--- src/rtl/dma_pkg.sv ---
package dma_pkg;

	// Byte address on the AXI bus
	typedef logic [31:0] addr_t;

	// One 64-bit bus beat and its byte enables
	typedef logic [63:0] data_t;
	typedef logic [7:0] strb_t;

	// AXI response code
	typedef logic [1:0] axi_resp_t;

	localparam axi_resp_t RESP_OKAY = 2'b00;
	localparam axi_resp_t RESP_SLVERR = 2'b10;

	// One write beat as stored in a burst buffer
	typedef struct packed {
		data_t data;
		strb_t strb;
	} wbeat_t;

	// Full burst waiting for the bus
	typedef struct packed {
		addr_t addr;
		logic valid;
	} burst_req_t;

	// Write master phases
	typedef enum logic [1:0] {
		IDLE,
		ADDR,
		DATA,
		RESP
	} writer_state_t;

endpackage

--- src/rtl/burst_buffer.sv ---
`timescale 1ns/1ps

module burst_buffer #(
	parameter int BURST_LEN = 16
) (
	input logic clk,
	input logic rst,
	input logic beat_valid,
	input dma_pkg::wbeat_t beat,
	input dma_pkg::addr_t addr,
	input logic grant,
	input logic [$clog2(BURST_LEN)-1:0] rd_idx,
	input logic release_burst,
	output logic space,
	output dma_pkg::burst_req_t req,
	output dma_pkg::wbeat_t rd_beat
);
	import dma_pkg::*;

	localparam int IDX_W = $clog2(BURST_LEN);

	wbeat_t mem [BURST_LEN];
	logic [IDX_W-1:0] wr_cnt;
	addr_t start_addr;
	logic full;
	logic take;

	// Beats are only taken while the buffer is still filling
	assign take = beat_valid && !full;

	always_ff @(posedge clk or posedge rst) begin
		if (rst) begin
			wr_cnt <= '0;
			full <= 1'b0;
		end else begin
			if (take) begin
				// Counter wraps to zero after the last beat
				wr_cnt <= wr_cnt + 1'b1;
				if (wr_cnt == IDX_W'(BURST_LEN - 1)) begin
					full <= 1'b1;
				end
			end else if (release_burst && grant) begin
				full <= 1'b0;
			end
		end
	end

	// Beat storage
	always_ff @(posedge clk) begin
		if (take) begin
			mem[wr_cnt] <= beat;
		end
	end

	// Start address comes from the first beat only
	always_ff @(posedge clk) begin
		if (take && wr_cnt == '0) begin
			start_addr <= addr;
		end
	end

	assign space = !full;
	assign req = '{addr: start_addr, valid: full};

	// Writer reads the granted burst out by index
	assign rd_beat = mem[rd_idx];

endmodule

--- src/rtl/burst_arbiter.sv ---
`timescale 1ns/1ps

module burst_arbiter (
	input logic clk,
	input logic rst,
	input dma_pkg::burst_req_t req0,
	input dma_pkg::burst_req_t req1,
	input dma_pkg::wbeat_t rd_beat0,
	input dma_pkg::wbeat_t rd_beat1,
	input logic burst_done,
	input logic burst_err,
	output logic grant0,
	output logic grant1,
	output logic start,
	output dma_pkg::burst_req_t sel_req,
	output dma_pkg::wbeat_t sel_beat,
	output logic sel,
	output logic done0,
	output logic done1,
	output logic err0,
	output logic err1
);
	import dma_pkg::*;

	logic busy;
	logic last;
	logic pick;
	logic any_req;

	// Round robin, the client after the last one served wins a tie
	assign any_req = req0.valid || req1.valid;
	assign pick = (req0.valid && req1.valid) ? !last : req1.valid;

	always_ff @(posedge clk or posedge rst) begin
		if (rst) begin
			busy <= 1'b0;
			last <= 1'b1;
			sel <= 1'b0;
			start <= 1'b0;
			done0 <= 1'b0;
			done1 <= 1'b0;
			err0 <= 1'b0;
			err1 <= 1'b0;
		end else begin
			start <= 1'b0;
			done0 <= 1'b0;
			done1 <= 1'b0;
			err0 <= 1'b0;
			err1 <= 1'b0;
			if (!busy && any_req) begin
				busy <= 1'b1;
				sel <= pick;
				start <= 1'b1;
			end else if (busy && burst_done) begin
				// Grant drops here, result goes to the owner
				busy <= 1'b0;
				last <= sel;
				done0 <= !sel;
				done1 <= sel;
				err0 <= !sel && burst_err;
				err1 <= sel && burst_err;
			end
		end
	end

	assign grant0 = busy && !sel;
	assign grant1 = busy && sel;

	// Request and beat of the granted buffer
	assign sel_req = sel ? req1 : req0;
	assign sel_beat = sel ? rd_beat1 : rd_beat0;

endmodule

--- src/rtl/axi_burst_writer.sv ---
`timescale 1ns/1ps

module axi_burst_writer #(
	parameter int BURST_LEN = 16
) (
	input logic clk,
	input logic rst,
	input logic start,
	input dma_pkg::burst_req_t sel_req,
	input dma_pkg::wbeat_t beat,
	output logic [$clog2(BURST_LEN)-1:0] beat_idx,
	output logic burst_done,
	output logic burst_err,

	// Write address channel
	output logic [3:0] m_axi_awid,
	output dma_pkg::addr_t m_axi_awaddr,
	output logic [7:0] m_axi_awlen,
	output logic [2:0] m_axi_awsize,
	output logic [1:0] m_axi_awburst,
	output logic m_axi_awlock,
	output logic [3:0] m_axi_awcache,
	output logic [2:0] m_axi_awprot,
	output logic [3:0] m_axi_awqos,
	output logic m_axi_awvalid,
	input logic m_axi_awready,

	// Write data channel
	output dma_pkg::data_t m_axi_wdata,
	output dma_pkg::strb_t m_axi_wstrb,
	output logic m_axi_wlast,
	output logic m_axi_wvalid,
	input logic m_axi_wready,

	// Write response channel
	input dma_pkg::axi_resp_t m_axi_bresp,
	input logic m_axi_bvalid,
	output logic m_axi_bready
);
	import dma_pkg::*;

	localparam int IDX_W = $clog2(BURST_LEN);
	localparam logic [1:0] BURST_INCR = 2'b01;

	if (BURST_LEN < 2 || BURST_LEN > 256 || (1 << IDX_W) != BURST_LEN) begin : g_len_check
		$error("BURST_LEN must be a power of two from 2 to 256");
	end

	writer_state_t state;
	logic [IDX_W-1:0] idx;
	addr_t aw_addr;
	logic launch;
	logic last_beat;

	assign launch = (state == IDLE) && start && sel_req.valid;
	assign last_beat = (idx == IDX_W'(BURST_LEN - 1));

	always_ff @(posedge clk or posedge rst) begin
		if (rst) begin
			state <= IDLE;
			idx <= '0;
		end else begin
			case (state)
				IDLE: begin
					if (launch) begin
						state <= ADDR;
					end
				end
				ADDR: begin
					if (m_axi_awready) begin
						state <= DATA;
						idx <= '0;
					end
				end
				DATA: begin
					// One beat per W handshake
					if (m_axi_wready) begin
						idx <= idx + 1'b1;
						if (last_beat) begin
							state <= RESP;
						end
					end
				end
				RESP: begin
					if (m_axi_bvalid) begin
						state <= IDLE;
					end
				end
				default: state <= IDLE;
			endcase
		end
	end

	// Burst start address, held through the address phase
	always_ff @(posedge clk) begin
		if (launch) begin
			aw_addr <= sel_req.addr;
		end
	end

	// Fixed AW fields, one full-width INCR burst
	assign m_axi_awid = '0;
	assign m_axi_awaddr = aw_addr;
	assign m_axi_awlen = 8'(BURST_LEN - 1);
	assign m_axi_awsize = 3'($clog2($bits(strb_t)));
	assign m_axi_awburst = BURST_INCR;
	assign m_axi_awlock = 1'b0;
	assign m_axi_awcache = 4'h2;
	assign m_axi_awprot = 3'b010;
	assign m_axi_awqos = '0;
	assign m_axi_awvalid = (state == ADDR);

	// Buffer memory is stable during the burst, so the beat holds under stall
	assign beat_idx = idx;
	assign m_axi_wdata = beat.data;
	assign m_axi_wstrb = beat.strb;
	assign m_axi_wvalid = (state == DATA);
	assign m_axi_wlast = (state == DATA) && last_beat;

	assign m_axi_bready = (state == RESP);

	// Anything but OKAY counts as a failed burst
	assign burst_done = (state == RESP) && m_axi_bvalid;
	assign burst_err = burst_done && (m_axi_bresp != RESP_OKAY);

endmodule

--- src/rtl/dma_write_top.sv ---
`timescale 1ns/1ps

module dma_write_top #(
	parameter int BURST_LEN = 16
) (
	input logic clk,
	input logic rst,

	// Client 0
	input logic beat_valid0,
	input dma_pkg::wbeat_t beat0,
	input dma_pkg::addr_t addr0,
	output logic space0,
	output logic done0,
	output logic err0,

	// Client 1
	input logic beat_valid1,
	input dma_pkg::wbeat_t beat1,
	input dma_pkg::addr_t addr1,
	output logic space1,
	output logic done1,
	output logic err1,

	// AXI write master
	output logic [3:0] m_axi_awid,
	output dma_pkg::addr_t m_axi_awaddr,
	output logic [7:0] m_axi_awlen,
	output logic [2:0] m_axi_awsize,
	output logic [1:0] m_axi_awburst,
	output logic m_axi_awlock,
	output logic [3:0] m_axi_awcache,
	output logic [2:0] m_axi_awprot,
	output logic [3:0] m_axi_awqos,
	output logic m_axi_awvalid,
	input logic m_axi_awready,
	output dma_pkg::data_t m_axi_wdata,
	output dma_pkg::strb_t m_axi_wstrb,
	output logic m_axi_wlast,
	output logic m_axi_wvalid,
	input logic m_axi_wready,
	input dma_pkg::axi_resp_t m_axi_bresp,
	input logic m_axi_bvalid,
	output logic m_axi_bready
);
	import dma_pkg::*;

	burst_req_t req0;
	burst_req_t req1;
	burst_req_t sel_req;
	wbeat_t rd_beat0;
	wbeat_t rd_beat1;
	wbeat_t sel_beat;
	logic grant0;
	logic grant1;
	logic start;
	logic [$clog2(BURST_LEN)-1:0] beat_idx;
	logic burst_done;
	logic burst_err;

	burst_buffer #(
		.BURST_LEN(BURST_LEN)
	) i_buf0 (
		.clk(clk),
		.rst(rst),
		.beat_valid(beat_valid0),
		.beat(beat0),
		.addr(addr0),
		.grant(grant0),
		.rd_idx(beat_idx),
		.release_burst(burst_done),
		.space(space0),
		.req(req0),
		.rd_beat(rd_beat0)
	);

	burst_buffer #(
		.BURST_LEN(BURST_LEN)
	) i_buf1 (
		.clk(clk),
		.rst(rst),
		.beat_valid(beat_valid1),
		.beat(beat1),
		.addr(addr1),
		.grant(grant1),
		.rd_idx(beat_idx),
		.release_burst(burst_done),
		.space(space1),
		.req(req1),
		.rd_beat(rd_beat1)
	);

	// Select only feeds the beat and request muxes inside the arbiter
	burst_arbiter i_arb (
		.clk(clk),
		.rst(rst),
		.req0(req0),
		.req1(req1),
		.rd_beat0(rd_beat0),
		.rd_beat1(rd_beat1),
		.burst_done(burst_done),
		.burst_err(burst_err),
		.grant0(grant0),
		.grant1(grant1),
		.start(start),
		.sel_req(sel_req),
		.sel_beat(sel_beat),
		.sel(),
		.done0(done0),
		.done1(done1),
		.err0(err0),
		.err1(err1)
	);

	axi_burst_writer #(
		.BURST_LEN(BURST_LEN)
	) i_writer (
		.clk(clk),
		.rst(rst),
		.start(start),
		.sel_req(sel_req),
		.beat(sel_beat),
		.beat_idx(beat_idx),
		.burst_done(burst_done),
		.burst_err(burst_err),
		.m_axi_awid(m_axi_awid),
		.m_axi_awaddr(m_axi_awaddr),
		.m_axi_awlen(m_axi_awlen),
		.m_axi_awsize(m_axi_awsize),
		.m_axi_awburst(m_axi_awburst),
		.m_axi_awlock(m_axi_awlock),
		.m_axi_awcache(m_axi_awcache),
		.m_axi_awprot(m_axi_awprot),
		.m_axi_awqos(m_axi_awqos),
		.m_axi_awvalid(m_axi_awvalid),
		.m_axi_awready(m_axi_awready),
		.m_axi_wdata(m_axi_wdata),
		.m_axi_wstrb(m_axi_wstrb),
		.m_axi_wlast(m_axi_wlast),
		.m_axi_wvalid(m_axi_wvalid),
		.m_axi_wready(m_axi_wready),
		.m_axi_bresp(m_axi_bresp),
		.m_axi_bvalid(m_axi_bvalid),
		.m_axi_bready(m_axi_bready)
	);

endmodule

--- config.mk ---
export PLATFORM = sky130hd
export DESIGN_NAME = dma_write_top
export DESIGN_NICKNAME = d
export VERILOG_FILES = /design/src/rtl/dma_pkg.sv /design/src/rtl/burst_buffer.sv /design/src/rtl/burst_arbiter.sv /design/src/rtl/axi_burst_writer.sv /design/src/rtl/dma_write_top.sv
export SDC_FILE = /design/constraint.sdc
export NUM_CORES = 2
export LEC_CHECK = 0
export ABC_AREA = 1
export ABC_CLOCK_PERIOD_IN_PS = 6050
export BUFFER_PORTS_ARGS = -buffer_cell sky130_fd_sc_hd__buf_4
export CORE_UTILIZATION = 25
export DETAILED_ROUTE_END_ITERATION = 12
export PLACE_DENSITY = 0.51
export REMOVE_ABC_BUFFERS = 1
export SLEW_MARGIN = 10
export SYNTH_ARGS = -nofsm -noshare
export SYNTH_HDL_FRONTEND = slang
export SYNTH_SLANG_ARGS = --single-unit
--- constraint.sdc ---
create_clock -name clk -period 6.05 [get_ports clk]
set_input_delay 1.21 -clock clk [delete_from_list [all_inputs] [get_ports clk]]
set_output_delay 1.21 -clock clk [all_outputs]
set_load 0.005 [all_outputs]
**Word level (Yosys, flattened, before mapping)**

Memories as Yosys holds them, arrays and structs flattened.
Index checks and enable logic that the tools add are counted.
Widths: inputs -> output; s select.

- Bits in registers: 120
- Bits of input ports: 217
- Memory bits (writable): 2304
- Output and inout bits: 143
- Memories: 2
- Logic and storage cells: 106

- Add/sub/neg operators: 3
- Bitwise gates (word level): 1
- Multiplexer cells: 33
- Eq/ne operators: 13
- Reduce and logical (&&, ||, !) cells: 37

Memory list:

| memory | depth | bits a word | rd ports | clocked after memory_dff | write ports | line | text |
|---|---|---|---|---|---|---|---|
| i_buf0.mem | 16 | 72 | 1 | 0 | 1 | burst_buffer.sv:22 | `wbeat_t mem [BURST_LEN];` |
| i_buf1.mem | 16 | 72 | 1 | 0 | 1 | burst_buffer.sv:22 |  |

Operators by type and width:

| kind | number |
|---|---|
| $mux 72 | 1 |
| $mux 33 | 1 |
| $mux 1 | 22 |
| $logic_and 1x1->1 | 18 |
| $add 4x1->4 const B | 3 |
| $eq 4x4->1 const B | 3 |
| $mux 2 | 5 |
| $reduce_bool 2->1 | 5 |
| $logic_not 4->1 | 2 |
| $mux 4 | 2 |
| $ne 2x1->1 const B | 4 |
| $pmux 2 s4 | 1 |
| $pmux 4 s2 | 1 |
| $ne 2x2->1 const B | 3 |
| $reduce_and 2->1 | 3 |
| $logic_not 1->1 | 5 |
| $reduce_and 5->1 | 1 |
| $eq 2x2->1 const B | 2 |
| $reduce_and 3->1 | 1 |
| $eq 2x1->1 const B | 1 |
| $logic_not 2->1 | 1 |
| $logic_or 1x1->1 | 1 |
| $not 1->1 | 1 |

**Longest topological paths before layout**

- Depth after elaboration: 6
- Mapped depth: 12

**By module**

Synthesis repeated with hierarchy kept, for this count alone.

- Cell total of the unflattened synthesis: 9998
- Area, all modules: 104856.8 µm²

Modules (own cells, without submodules):

| module | cells an instance | area an instance (µm²) | times used |
|---|---|---|---|
| burst_buffer | 4717 | 50537.2 | 2 |
| axi_burst_writer | 197 | 2199.6 | 1 |
| burst_arbiter | 367 | 1582.8 | 1 |

**Least setup slack after synthesis**

Ideal clock, no wire load.

- Path kind: input -> register
- Start point: in beat_valid1
- End point: mem i_buf1.mem[0][0] (netlist bit) (enable)
- Data required time: 5482 ps
- Setup time: 568 ps
- Cell stages on the path: 4
- Slack: -394 ps
- Path buffers: 0
- Data arrival time: 5876 ps
- Cell sequence: nand2_1 inv_1 nand2_1 nor2_1

- Word-level cells in the longest chain between the ends: 3

RTL lines:

| what | line | text |
|---|---|---|
| start: declaration | dma_write_top.sv:18 | `input logic beat_valid1,` |
| $logic_and 1x1->1 | burst_buffer.sv:29 | `assign take = beat_valid && !full;` |
| $mux 1 | burst_buffer.sv:50 | `if (take) begin` |
| $mux 1 (not written as such) | burst_buffer.sv:51 | `mem[wr_cnt] <= beat;` |
| end: declaration | burst_buffer.sv:22 |  |

Every way passes these cells.

**Final worst setup path**

- Start point: reg i_writer.idx[1], in the netlist i_writer.beat_idx[1]
- End point: out m_axi_wdata[45]

- Word-level cells in the longest chain between the ends: 2
- Elaborated cells on any way between the ends: 3
- Those cells by class: mux: 1; memory: 2

RTL lines:

| what | line | text |
|---|---|---|
| start: declaration | axi_burst_writer.sv:50 | `logic [IDX_W-1:0] idx;` |
| start signal: assignment | axi_burst_writer.sv:78 | `idx <= idx + 1'b1;` |
| $mem_v2 16x72 | -- |  |
| $mux 72 * | burst_arbiter.sv:71 | `assign sel_beat = sel ? rd_beat1 : rd_beat0;` |
| end: declaration | dma_write_top.sv:37 | `output dma_pkg::data_t m_axi_wdata,` |

Mark *: on every way between the ends. The rest lies on a longest branch, timed or not.

==> results.json <==
{
  "status": "complete, no violations",
  "layout_setup_ws_ps": 749,
  "cts.repair.resized": 0,
  "antenna_found_initial": 76,
  "finalCriticalPeriod_ps": 5300,
  "cts_max_level": 4,
  "path_clk_slew_ps": 90,
  "path_cells": "buf_12 -> buf_4 -> nand3_1 -> nand3_1 -> nand2_1 -> nand2_1 -> nand2_1 -> nand2_1 -> nand2_1 -> buf_4",
  "dr.max_layer_used": "met5",
  "fmax_ghz": 0.189,
  "hold_path_class": "in -> reg",
  "p_sw_frac": 0.331,
  "grt_usage": 0.152,
  "ios": 360,
  "synth_top_area_frac": 0.746,
  "crit_family": "buffers and inverters",
  "yosys_warnings": 0,
  "coreArea_mm2": 0.383,
  "fin_crit_sh": 0.876,
  "crit_path_start_kind": "register",
  "fin_nets": 8347,
  "syn_inst": 7915,
  "slowest_delay_ps": 820,
  "syn2layout_area_growth_pct": 16.3,
  "initial_core_util": 0.252,
  "crit_type": "reg -> out",
  "wl_per_cell_um": 22.9,
  "grt_pass1_wl_um": 436000,
  "place_worst_setup_slack_ps": 1690,
  "power_frac_seq": 0.432,
  "layout_commonest_cell": "nand2_1",
  "fill_cells": 38730,
  "p_int_mw": 31.0,
  "tightest_slew_ps": 1350,
  "synth.ff_latch_count": 2424,
  "cts_sinks": 2424,
  "routed_wl_um": 307000,
  "hold_depth": 1,
  "rsz0062_at_grt": "false",
  "drc_errors": 0,
  "synth_edf_count": 2400,
  "cts_hold_buf": 0,
  "cts_tree": "built",
  "hold_viol": 0,
  "grt_pass1_vias": 60743,
  "cts-root-buf": "clkbuf_16",
  "grt_max_degree": 217,
  "dieArea_mm2": 0.389,
  "critPathRequiredTime_ps": 4840,
  "combPwrFrac": 0.257,
  "slew_headroom": 0.0970,
  "worst_path_max_delay_cell": "dfrtp_4",
  "met3_length_um": 22200,
  "drive_gt1_frac": 0.0998,
  "gp_congestion": 0.755,
  "max-cap-violations": 0,
  "p_leak_nw": 39.2,
  "synth_top_area_cell": "edfxtp_1",
  "io_buffers": 330,
  "cts_buffers": 245,
  "synth_area_leaders": "edfxtp_1, nand2_1, nand3_1",
  "overflow": 0,
  "layout.cells.most_common_list": "nand2_1, edfxtp_1, nand3_1",
  "path_max_fanout": 158,
  "cellPowerDensity_mw_per_mm2": 412,
  "end_kind": "output pin",
  "die_y_um": 624,
  "clockBufferDepth": 4,
  "ir_drop_uv": 311,
  "path_common_cell": "nand2_1",
  "r2r_cells": 6,
  "antenna_left": 0,
  "vias": 62921,
  "synth-async-reset-ratio": 0.00990,
  "ys.flop_type": "edfxtp_1",
  "syn_area_mm2": 0.0966,
  "wl_met2_um": 144000,
  "via_per_inst": 4.71,
  "path_depth": 10,
  "drt-initial-drc-count": 6267,
  "critPathBufInv": 3,
  "p_clk_frac": 0.311,
  "critPathArrivalTime_ps": 4090,
  "fin_setup_tns_ps": 0,
  "yosysSeqAreaShare": 0.752,
  "firstDrtPassIters": 5,
  "finClkSkew_ps": 75.0,
  "clk_latency_ps": 910,
  "syn_avg_cell_area_um2": 12.2,
  "drv_slew": 0,
  "place_hpwl_um": 154000,
  "p_sw_mw": 15.3,
  "setup_viol": 0,
  "die_w_um": 624,
  "post_cts_buffers": 0,
  "num_rows": 227,
  "met1_length_um": 132000,
  "synth_cell_types": 23
}
==> area by class of cell <==
type                    instances  area [µm²]  share of cell area
clock buffers                 301        6430              0.0572
well taps                    5038        6300              0.0561
flip-flops and latches       2424       72700               0.647
repair buffers                458        4230              0.0376
diodes                         18        45.0            0.000401
multi-input cells            4960       21500               0.192
inverters                      28         140             0.00125
clock inverters               146         998             0.00888
==> metrics by stage <==
| step | area (µm²) | power, mW | cells | utilization | hold slack (ps) |
|---|---|---|---|---|---|
| 2_1_floorplan | 94100 | 27.0 | 7412 | - | 468 |
| 3_3_place_gp | 105000 | 32.3 | 12907 | 0.274 | 481 |
| 3_5_place_dp | 105000 | 32.4 | 12908 | 0.274 | 495 |
| 4_1_cts | 112000 | 46.8 | 13355 | 0.293 | 377 |
| 5_1_grt | 112000 | 48.5 | 13361 | 0.293 | 411 |
| 6_report | 112000 | 46.3 | 13373 | 0.293 | 458 |
==> cells by family after synthesis <==
family          Yosys count  synth area share
flops                  2424             0.752
xor+xnor                  6          0.000544
compound gates           17          0.000920
buf+inv                 558            0.0283
simple gates           4895             0.216
other cells               2         0.0000777
fa+ha+maj                13           0.00168
==> sequential cells by signal (all words and copies together) (netlist names) <==
| register | cells |
|---|---|
| i_buf0.mem | 1152 |
| i_buf1.mem | 1152 |
| i_buf0.start_addr | 32 |
| i_buf1.start_addr | 32 |
| i_writer.m_axi_awaddr | 32 |
| i_buf0.wr_cnt | 4 |
| i_buf1.wr_cnt | 4 |
| i_writer.beat_idx | 4 |
| i_writer.state | 2 |
| i_arb.busy | 1 |
| i_arb.done0 | 1 |
| i_arb.done1 | 1 |
| i_arb.err0 | 1 |
| i_arb.err1 | 1 |
| i_arb.last | 1 |
| i_arb.sel | 1 |
| i_arb.start | 1 |
| i_buf0.full | 1 |
| i_buf1.full | 1 |
==> path summary, 6_finish.rpt <==
path | startpoint | to | slack [ps]
max | i_writer.beat_idx[1]$_DFFE_PP0P_ | m_axi_wdata[45] | 750
min | addr0[21] | i_buf0.start_addr[21]$_DFFE_PP_ | 460
max reg2reg | i_buf0.full$_DFFE_PP0P_ | i_buf0.mem[2][44]$_DFFE_PP_ | 2820
min reg2reg | i_arb.last$_DFFE_PP1P_ | i_arb.last$_DFFE_PP1P_ | 500
max in group asynchronous | rst | i_writer.beat_idx[0]$_DFFE_PP0P_ | 4560
min in group asynchronous | rst | i_arb.done0$_DFF_PP0_ | 620
==> synth_stat cells (all sizes together) (5+ instances only) <==
| cell type | count |
|---|---|
| nand2 | 2850 |
| edfxtp | 2400 |
| nand3 | 1994 |
| buf | 463 |
| clkbuf | 67 |
| nor2 | 43 |
| inv | 28 |
| dfrtp | 23 |
| ha | 13 |
| o21ai | 9 |
| a21oi | 6 |
| xor2 | 6 |
| nor3 | 5 |
==> layer usage <==
| metal | vias to the layer above | global-route usage |
|---|---|---|
| met4 | 46 | 0.0420 |
| met3 | 531 | 0.0265 |
| met1 | 31602 | 0.206 |
| met2 | 2372 | 0.251 |
| met5 | - | 0 |
| li1 | 28370 | - |
==> power groups by stage <==
stage | combinational [mW] | clock, mW | sequential (mW)
after floorplan | 6.11 | 0 | 20.9
after global placement | 12.0 | 0 | 20.3
after detailed placement | 12.1 | 0 | 20.4
after CTS | 12.1 | 14.7 | 20.0
after global routing | 13.1 | 15.3 | 20.1
final | 11.9 | 14.4 | 20.0
No activity file was read; power rests on OpenSTA's default activity.
